**config.mk**
```make
export PLATFORM = sky130hd
export DESIGN_NAME = io_subsystem
export DESIGN_NICKNAME = d
export VERILOG_FILES = /design/src/logic/io_pkg.sv /design/src/logic/wb_io_decoder.sv /design/src/logic/gpio_port.sv /design/src/logic/irq_read_collector.sv /design/src/logic/io_subsystem.sv
export SDC_FILE = /design/constraint.sdc
export NUM_CORES = 1
export LEC_CHECK = 0
export ABC_AREA = 0
export ABC_CLOCK_PERIOD_IN_PS = 4500
export BUFFER_PORTS_ARGS = -buffer_cell sky130_fd_sc_hd__buf_2
export CAP_MARGIN = 0
export CORE_MARGIN = 2
export CORE_UTILIZATION = 24
export DETAILED_ROUTE_END_ITERATION = 8
export PLACE_DENSITY = 0.37
export SLEW_MARGIN = 30
export SYNTH_ARGS = -nofsm -noshare
export SYNTH_HDL_FRONTEND = slang
export SYNTH_SLANG_ARGS = --single-unit
```
**constraint.sdc**
```tcl
create_clock -name clk -period 4.5 [get_ports clk]
set_clock_uncertainty 0.05 [all_clocks]
set_input_delay 0.225 -clock clk [delete_from_list [all_inputs] [get_ports clk]]
set_output_delay 0.225 -clock clk [all_outputs]
set_load 0.02 [all_outputs]
```
**src/logic/io_pkg.sv**
```systemverilog
package io_pkg;

	//////////////////////////////
	// Bus and address widths
	//////////////////////////////

	localparam int DATA_W = 8; // Processor data width.
	localparam int UNIT_W = 3; // Unit index in adr[5:3].
	localparam int REG_W = 3; // Register index in adr[2:0].
	localparam int ADR_W = UNIT_W + REG_W;

	// Units 0 to NUM_PORTS-1 are GPIO ports, the last index is the interrupt unit.
	localparam logic [UNIT_W-1:0] IRQ_UNIT = 3'd7;

	//////////////////////////////
	// Register selects
	//////////////////////////////

	typedef enum logic [REG_W-1:0] {
		REG_DDR = 3'd0, // Direction, irq enable in the interrupt unit.
		REG_ODR = 3'd1, // Output, irq pending in the interrupt unit.
		REG_IDR = 3'd2, // Synchronized input.
		REG_EMR = 3'd3 // Rising edge mask.
	} reg_sel_e;

	//////////////////////////////
	// Bus slave states
	//////////////////////////////

	typedef enum logic {
		WB_IDLE = 1'b0,
		WB_ACK = 1'b1
	} wb_state_e;

endpackage

```
**src/logic/wb_io_decoder.sv**
```systemverilog
`timescale 1ns/1ps

module wb_io_decoder
	import io_pkg::*;
#(
	parameter int NUM_PORTS = 4
)
(
	input logic clk,
	input logic arst_n,
	input logic cyc,
	input logic stb,
	input logic we,
	input logic [ADR_W-1:0] adr,
	output logic ack,
	output logic [NUM_PORTS-1:0] port_wr,
	output logic irq_wr,
	output logic rd_take,
	output logic [UNIT_W-1:0] acc_unit,
	output reg_sel_e acc_reg
);

	wb_state_e state;
	wb_state_e state_next;
	logic accept;
	logic wr_req;

	// Requests are only taken in idle, so every access is two cycles.
	assign accept = (state == WB_IDLE) && cyc && stb;
	assign wr_req = accept && we;

	assign acc_unit = adr[ADR_W-1:REG_W]; // Unit field.
	assign acc_reg = reg_sel_e'(adr[REG_W-1:0]); // Register field, may be unmapped.

	//////////////////////////////
	// Handshake FSM
	//////////////////////////////

	always_comb
	begin
		state_next = state;
		case (state)
			WB_IDLE:
			begin
				if (accept)
					state_next = WB_ACK;
			end
			WB_ACK:
			begin
				state_next = WB_IDLE; // Ack lasts exactly one cycle.
			end
			default:
			begin
				state_next = WB_IDLE;
			end
		endcase
	end

	always_ff @(posedge clk or negedge arst_n)
	begin
		if (!arst_n)
			state <= WB_IDLE;
		else
			state <= state_next;
	end

	assign ack = (state == WB_ACK); // Registered through the state flop.

	//////////////////////////////
	// Access strobes
	//////////////////////////////

	for (genvar k = 0; k < NUM_PORTS; k++)
	begin : g_port_wr
		assign port_wr[k] = wr_req && (acc_unit == UNIT_W'(k)); // One-hot by unit.
	end

	// Writes to units without a port or the irq unit get no strobe at all.
	assign irq_wr = wr_req && (acc_unit == IRQ_UNIT);
	assign rd_take = accept && !we; // Collector latches dat_r.

endmodule

```
**src/logic/gpio_port.sv**
```systemverilog
`timescale 1ns/1ps

module gpio_port
	import io_pkg::*;
(
	input logic clk,
	input logic arst_n,
	input logic wr,
	input reg_sel_e acc_reg,
	input logic [DATA_W-1:0] acc_data,
	input logic [DATA_W-1:0] pin_in,
	output logic [DATA_W-1:0] pin_out,
	output logic [DATA_W-1:0] pin_oe,
	output logic [DATA_W-1:0] rd_data,
	output logic edge_event
);

	logic [DATA_W-1:0] ddr;
	logic [DATA_W-1:0] odr;
	logic [DATA_W-1:0] emr;
	logic [DATA_W-1:0] sync_q; // First synchronizer stage.
	logic [DATA_W-1:0] idr; // Second stage, visible to software.
	logic [DATA_W-1:0] idr_prev;
	logic [DATA_W-1:0] rise;
	logic edge_q;

	//////////////////////////////
	// Software registers
	//////////////////////////////

	always_ff @(posedge clk or negedge arst_n)
	begin
		if (!arst_n)
		begin
			ddr <= '0;
			odr <= '0;
			emr <= '0;
		end
		else if (wr)
		begin
			case (acc_reg)
				REG_DDR: ddr <= acc_data;
				REG_ODR: odr <= acc_data;
				REG_EMR: emr <= acc_data;
				default: ; // IDR is read-only.
			endcase
		end
	end

	assign pin_out = odr;
	assign pin_oe = ddr; // 1 drives the pin.

	//////////////////////////////
	// Input path and edge detect
	//////////////////////////////

	always_ff @(posedge clk or negedge arst_n)
	begin
		if (!arst_n)
		begin
			sync_q <= '0;
			idr <= '0;
			idr_prev <= '0;
			edge_q <= 1'b0;
		end
		else
		begin
			sync_q <= pin_in;
			idr <= sync_q;
			idr_prev <= idr;
			edge_q <= |(rise & emr); // Only masked bits count.
		end
	end

	assign rise = idr & ~idr_prev;
	assign edge_event = edge_q; // Single cycle per rising edge.

	// Read-back for whatever register the current access selects.
	always_comb
	begin
		case (acc_reg)
			REG_DDR: rd_data = ddr;
			REG_ODR: rd_data = odr;
			REG_IDR: rd_data = idr;
			REG_EMR: rd_data = emr;
			default: rd_data = '0;
		endcase
	end

endmodule

```
**src/logic/irq_read_collector.sv**
```systemverilog
`timescale 1ns/1ps

module irq_read_collector
	import io_pkg::*;
#(
	parameter int NUM_PORTS = 4
)
(
	input logic clk,
	input logic arst_n,
	input logic irq_wr,
	input logic rd_take,
	input logic [UNIT_W-1:0] acc_unit,
	input reg_sel_e acc_reg,
	input logic [DATA_W-1:0] acc_data,
	input logic [NUM_PORTS*DATA_W-1:0] port_rd,
	input logic [NUM_PORTS-1:0] edge_event,
	output logic [DATA_W-1:0] dat_r,
	output logic irq
);

	logic [NUM_PORTS-1:0] irq_enable;
	logic [NUM_PORTS-1:0] irq_pending;
	logic [NUM_PORTS-1:0] enable_next;
	logic [NUM_PORTS-1:0] pending_next;
	logic [NUM_PORTS-1:0] clr_mask;
	logic [DATA_W-1:0] rd_mux;

	//////////////////////////////
	// Interrupt controller
	//////////////////////////////

	always_comb
	begin
		enable_next = irq_enable;
		clr_mask = '0;
		if (irq_wr && (acc_reg == REG_DDR))
			enable_next = acc_data[NUM_PORTS-1:0];
		if (irq_wr && (acc_reg == REG_ODR))
			clr_mask = acc_data[NUM_PORTS-1:0]; // Write 1 to clear.
		pending_next = (irq_pending & ~clr_mask) | edge_event; // New edge wins.
	end

	// irq follows the next pending state so it drops with the clear.
	always_ff @(posedge clk or negedge arst_n)
	begin
		if (!arst_n)
		begin
			irq_enable <= '0;
			irq_pending <= '0;
			irq <= 1'b0;
		end
		else
		begin
			irq_enable <= enable_next;
			irq_pending <= pending_next;
			irq <= |(pending_next & enable_next);
		end
	end

	//////////////////////////////
	// Read data
	//////////////////////////////

	always_comb
	begin
		rd_mux = '0; // Unmapped units and registers.
		for (int k = 0; k < NUM_PORTS; k++)
		begin
			if (acc_unit == UNIT_W'(k))
				rd_mux = port_rd[k*DATA_W +: DATA_W];
		end
		if (acc_unit == IRQ_UNIT)
		begin
			case (acc_reg)
				REG_DDR: rd_mux = DATA_W'(irq_enable);
				REG_ODR: rd_mux = DATA_W'(irq_pending);
				default: rd_mux = '0;
			endcase
		end
	end

	always_ff @(posedge clk or negedge arst_n)
	begin
		if (!arst_n)
			dat_r <= '0;
		else if (rd_take)
			dat_r <= rd_mux; // Held while ack is high.
	end

endmodule

```
**src/logic/io_subsystem.sv**
```systemverilog
`timescale 1ns/1ps

module io_subsystem
	import io_pkg::*;
#(
	parameter int NUM_PORTS = 4 // 1 to 7, unit 7 is the irq unit.
)
(
	input logic clk,
	input logic arst_n,
	input logic cyc,
	input logic stb,
	input logic we,
	input logic [ADR_W-1:0] adr,
	input logic [DATA_W-1:0] dat_w,
	output logic [DATA_W-1:0] dat_r,
	output logic ack,
	input logic [NUM_PORTS*DATA_W-1:0] pin_in,
	output logic [NUM_PORTS*DATA_W-1:0] pin_out,
	output logic [NUM_PORTS*DATA_W-1:0] pin_oe,
	output logic irq
);

	logic [NUM_PORTS-1:0] port_wr;
	logic irq_wr;
	logic rd_take;
	logic [UNIT_W-1:0] acc_unit;
	reg_sel_e acc_reg;
	logic [NUM_PORTS*DATA_W-1:0] port_rd;
	logic [NUM_PORTS-1:0] edge_event;

	wb_io_decoder #(.NUM_PORTS(NUM_PORTS)) u_decoder (
		.clk(clk),
		.arst_n(arst_n),
		.cyc(cyc),
		.stb(stb),
		.we(we),
		.adr(adr),
		.ack(ack),
		.port_wr(port_wr),
		.irq_wr(irq_wr),
		.rd_take(rd_take),
		.acc_unit(acc_unit),
		.acc_reg(acc_reg)
	);

	// Port k owns slice k of every pin and read-back vector.
	for (genvar k = 0; k < NUM_PORTS; k++)
	begin : g_port
		gpio_port u_port (
			.clk(clk),
			.arst_n(arst_n),
			.wr(port_wr[k]),
			.acc_reg(acc_reg),
			.acc_data(dat_w),
			.pin_in(pin_in[k*DATA_W +: DATA_W]),
			.pin_out(pin_out[k*DATA_W +: DATA_W]),
			.pin_oe(pin_oe[k*DATA_W +: DATA_W]),
			.rd_data(port_rd[k*DATA_W +: DATA_W]),
			.edge_event(edge_event[k])
		);
	end

	irq_read_collector #(.NUM_PORTS(NUM_PORTS)) u_collector (
		.clk(clk),
		.arst_n(arst_n),
		.irq_wr(irq_wr),
		.rd_take(rd_take),
		.acc_unit(acc_unit),
		.acc_reg(acc_reg),
		.acc_data(dat_w),
		.port_rd(port_rd),
		.edge_event(edge_event),
		.dat_r(dat_r),
		.irq(irq)
	);

endmodule

```
### Word-level counts from Yosys, hierarchy flattened

Index checks and enable logic that the tools add are counted.

| word-level totals | value |
|---|---|
| bits in registers | 214 |
| input port bits | 51 |
| latch bits | 0 |
| bits in read-only memories | 0 |
| output and inout port bits | 74 |
| RAM bits | 0 |
| logic and storage cells | 102 |
| memories | 0 |

| operators by class | value |
|---|---|
| reduce and logical (&&, ||, !) cells | 31 |
| magnitude comparators | 0 |
| $add $sub $neg | 0 |
| shift operators | 0 |
| equality and inequality tests | 7 |
| divide/modulo/power cells | 0 |
| bitwise logic cells | 17 |
| multiply operators | 0 |
| mux-type cells | 14 |

Operator list:

| kind | number |
|---|---|
| $pmux W8 S4 | 4 |
| $and A8 B8 Y8 | 8 |
| $mux W8 | 5 |
| $not A8 Y8 | 4 |
| $reduce_or A8 Y1 | 4 |
| $reduce_and A2 Y1 | 12 |
| $eq A3 B2 Y1 const B | 4 |
| $logic_and A1 B1 Y1 | 11 |
| $and A4 B4 Y4 | 2 |
| $mux W4 | 2 |
| $pmux W4 S2 | 1 |
| $eq A3 B1 Y1 const B | 2 |
| $logic_not A3 Y1 | 2 |
| $not A4 Y4 | 1 |
| $or A4 B4 Y4 | 1 |
| $reduce_or A4 Y1 | 1 |
| $eq A3 B3 Y1 const B | 1 |
| $pmux W1 S2 | 1 |
| $logic_not A1 Y1 | 1 |
| $mux W1 | 1 |
| $not A1 Y1 | 1 |

### Logic depth before layout (Yosys ltp)

| logic depth | value |
|---|---|
| depth after elaboration | 12 |
| gate-level depth with buffers | 8 |
| depth with buffers taken out | 5 |

### Cells and area by module

From an unflattened synthesis, not the netlist that was laid out.

| second synthesis, totals | value |
|---|---|
| cells, all modules | 556 |
| area, all modules | 8625.8 um^2 |

Modules (own cells, without submodules):

| module | area an instance (um^2) | instances | cells an instance | seq. area each (um^2) |
|---|---|---|---|---|
| gpio_port | 1861.8 | 4 | 111 | 1226.2 |
| irq_read_collector | 1031.0 | 1 | 94 | 425.4 |
| wb_io_decoder | 147.6 | 1 | 18 | 25.0 |

### Worst setup path before layout

OpenSTA, ideal clock, no wires.

| path | value |
|---|---|
| path type | flip-flop to flip-flop |
| from | reg u_decoder.state (netlist: u_decoder.ack) |
| to | reg u_collector.irq |
| buffers on the path | 0 |
| required time | 4324 ps |
| setup time | 126 ps |
| path slack | 2402 ps |
| data arrival time | 1922 ps |
| period minus slack after synthesis | 2098 ps |
| cell stages (with the launch flop) | 6 |
| cells stage by stage | dfrtp_1 > nand4b_1 > nor3_4 > mux2_4 > a22o_4 > a221o_1 |

| on the way | value |
|---|---|
| elaborated cells between the ends (all ways) | 14 |
| those cells by class | mux: 2; bitwise: 5; reduce/logical: 7 |

RTL lines:

| item | RTL line | RTL |
|---|---|---|
| start, declared | wb_io_decoder.sv:23 | `wb_state_e state;` |
| start signal, assigned | wb_io_decoder.sv:64 | `state <= state_next;` |
| $not A1 Y1 | n/a |  |
| $logic_and A1 B1 Y1 (2 in series) | wb_io_decoder.sv:29 | `assign accept = (state == WB_IDLE) && cyc && stb;` |
| $logic_and A1 B1 Y1 | wb_io_decoder.sv:30 | `assign wr_req = accept && we;` |
| $logic_and A1 B1 Y1 | wb_io_decoder.sv:79 | `assign irq_wr = wr_req && (acc_unit == IRQ_UNIT);` |
| $logic_and A1 B1 Y1 | irq_read_collector.sv:37 | `if (irq_wr && (acc_reg == REG_DDR))` |
| $mux W4 | irq_read_collector.sv:37 |  |
| net u_collector.enable_next[1] | irq_read_collector.sv:24 | `logic [NUM_PORTS-1:0] enable_next;` |
| $and A4 B4 Y4 | irq_read_collector.sv:57 | `irq <= \|(pending_next & enable_next);` |
| $reduce_or A4 Y1 | irq_read_collector.sv:57 |  |
| end signal, assigned | irq_read_collector.sv:57 |  |
| end, declared | irq_read_collector.sv:19 | `output logic irq` |

The timed path passes the listed nets, and every way through them passes these cells.
A chain may end at the register's enable or synchronous reset.

### Worst setup path after layout

| path | value |
|---|---|
| from | reg u_decoder.state (netlist: u_decoder.ack) |
| to | reg g_port[2].u_port.emr[4] |

| on the way | value |
|---|---|
| cells in the longest elaborated chain, start to end | 6 |

RTL lines:

| item | RTL line | RTL |
|---|---|---|
| $not A1 Y1 | n/a |  |
| $logic_and A1 B1 Y1 (2 in series) | wb_io_decoder.sv:29 |  |
| $logic_and A1 B1 Y1 | wb_io_decoder.sv:30 |  |
| $logic_and A1 B1 Y1 | wb_io_decoder.sv:75 | `assign port_wr[k] = wr_req && (acc_unit == UNIT_W'(k));` |
| $reduce_and A2 Y1 (no source line) | n/a |  |
| end signal, assigned | gpio_port.sv:44 | `REG_EMR: emr <= acc_data;` |
| end, declared | gpio_port.sv:20 | `logic [DATA_W-1:0] emr;` |

No other way between the ends.

==> reports/metrics.cfg <==
[critical_path]
regToRegEndpoint = g_port[2].u_port.emr[4]
path_buf_inv = 0
crit_end = g_port[2].u_port.emr[4]
critical_path_class = flop to flop
path_delay_family = simple AND/OR/NAND/NOR gates
regToRegSetupSlack_ns = 2.07
cp_slowest_stage_delay_ns = 0.56
crit_start = u_decoder.ack
crit_path_cell_trace = nand4b_1 -> nor3_1 -> nor2b_2 -> mux2_2
cp_max_fo = 8
end_kind = flop
crit_slowest_cell = nor2b_2
cp.depth = 4
worst_setup_path_start_kind = flop
timing.rr.start = u_decoder.ack
reg2reg_depth = 4
critPathRequiredTime_ns = 4.85
critical_path_arrival_ns = 2.78

[clocking]
cts.clk_slew.worst_paths_ns = 0.06
cts_resized = 0
cts_setup_buffers = 0
hold_buffers = 35
cts_sinks = 214
cts_made_buffers = 26
htreeDepth = 1
clk_latency_ns = 0.53
cts_tree = yes
root_buffer = clkbuf_16
cts_buffer_depth = 3

[floorplan]
fp.dieW_um = 191.5
initial_utilization_pct = 24.43
io_pins = 125
dieArea_um2 = 36670
core_area_um2 = 34540
die_h_um = 191.5
num_rows = 68

[synth]
synth_ff_type = dfrtp_1
synthesis.nets = 648
ys_ff_latch = 214
synth_top_area_cell = dfrtp_1
ys_types = 56
synthCells = 597
synth.top_cells.by_area = dfrtp_1 (63%), mux2_2 (14%), mux4_2 (3.5%)
synthArstFlopShare_pct = 100.0
syn_area_um2 = 8438
synth-edff-count = 0
ys_seq_area_share_pct = 63.46
synth_top_area_share_pct = 63.46
ys_warn_count = 0
synth_area_per_cell_um2 = 14.13

[hold_path]
hold_class = primary input to flop

[placed_design]
io_buffers = 124
hpwl_um = 18620
gp_congestion = 0.8057

[global_route]
grt_pass1_vias = 6085
grtUsageMet1_pct = 21.09
antenna_found_initial = 0
grt_use_met2_pct = 23.02
busiest_layer = met2
grt.total_usage_pct = 14.66
grt_pass1_wl_um = 39990
grt_max_degree = 109
grtUsageMet3_pct = 2.442
grt_overflow_total = 0

[sta]
tns_ns = 0
min_period_ns = 2.433
setup_violations = 0
hold_violations = 0
relSlewSlack_pct = 42.52
period_share_pct = 54.07
worstMarginPinSlew_ns = 0.8622
maxSlewViolCount = 0
rsz0062_at_grt = false
fmax_ghz = 0.4110

[drt]
first_pass_iters = 5
wirelength_um = 26660
wire_per_inst_um = 21.68
first_iter_violations = 347
drc = 0
via_count = 5622
via_per_inst = 4.571
final_antenna_net_count = 0

[pwr]
p_leak_nw = 5.033
powerDensity_nw_per_um2 = 438.4
ir_drop_mv = 0.2663
power.total_mw = 4.731

[outcome]
status = finished, final reports clean

[finish]
nets = 807
diodes = 0
syn_to_final_growth_pct = 27.89
drive_gt1_share_pct = 40.26
layout_common_cells = dfrtp_1 (214), buf_2 (123), mux2_2 (107)
layout_commonest_cell = dfrtp_1

[flow_run]
maxCapViolCount = 0

## cells by family (layout without fill, tap and decap cells)
family          count (synthesis)  count (layout)  share of synthesized area (%)
flops                         214             214                          63.46
simple gates                  133             133                          7.814
buf+inv                        35             213                          2.135
mux                           134             134                          19.54
compound gates                 81              81                          7.044
## worst register-to-register path, stage by stage (launching register included)
cell	delay, ns
dfrtp_1	0.39
nand4b_1	0.43
nor3_1	0.48
nor2b_2	0.56
mux2_2	0.41
## power breakdown
group	leakage [nW]	switching [mW]	total, mW	internal, mW
Clock	0.466	0.810	2.21	1.40
Combinational	1.85	0.238	0.396	0.158
Sequential	2.72	0.0844	2.12	2.04
Total	5.03	1.13	4.73	3.60
## cells in the mapped netlist, drive strengths merged, types with 4 or more instances
cell type	n
a2111oi	4
a21o	4
a21oi	8
a22oi	13
buf	18
clkbuf	14
dfrtp	214
mux2	110
mux2i	11
mux4	13
nand2	60
nor2	37
nor2b	4
nor3	8
o21ai	8
o22ai	16
## metal layers
layer | routed length (um) | vias up
met1 | 12560 | 2931
met5 | 0 | -
met2 | 12230 | 161
met3 | 1378 | 37
li1 | - | 2493
met4 | 488 | 0
## layout make-up
type | instances | area [um2]
clock buffer | 38 | 807.0
clock inverter | 9 | 120.1
fill | 3550 | 23750
inverter | 3 | 11.26
multi-input combinational | 348 | 2905
sequential | 214 | 5355
tap | 455 | 569.3
timing repair buffer | 163 | 1023
## worst min-delay path by stage
| stage | from | end | depth (start not counted) |
|---|---|---|---|
| floorplan | arst_n | g_port[0].u_port.edge_event | 0 |
| global placement | arst_n | g_port[2].u_port.sync_q[4] | 1 |
| detailed placement | pin_in[1] | g_port[0].u_port.sync_q[1] | 1 |
| CTS | dat_w[4] | g_port[3].u_port.pin_oe[4] | 3 |
| global route | dat_w[4] | g_port[3].u_port.pin_oe[4] | 3 |
| finish | dat_w[4] | g_port[3].u_port.pin_oe[4] | 3 |
## stage by stage
| step | area [um2] | instances | hold slack (ns) | worst slack (ns) | utilization [%] |
|---|---|---|---|---|---|
| CTS | 10790 | 1230 | 0.07675 | 1.769 | 31.23 |
| finish | 10790 | 1230 | 0.08205 | 2.067 | 31.24 |
| detailed placement | 9512 | 1148 | 0.2843 | 1.523 | 27.54 |
| floorplan | 8438 | 597 | -0.1206 | 2.402 | - |
| global placement | 9512 | 1148 | 0.2765 | 1.607 | 27.54 |
| global route | 10790 | 1230 | 0.1469 | 1.824 | 31.24 |
## state kept, by name, summed over array words and instances, names as in the netlist, 8 cells and up
name / flops
g_port.u_port.emr: 32
g_port.u_port.idr: 32
u_collector.dat_r: 8
g_port.u_port.idr_prev: 32
g_port.u_port.pin_out: 32
g_port.u_port.pin_oe: 32
g_port.u_port.sync_q: 32
No activity file was read; power rests on OpenSTA's default activity.
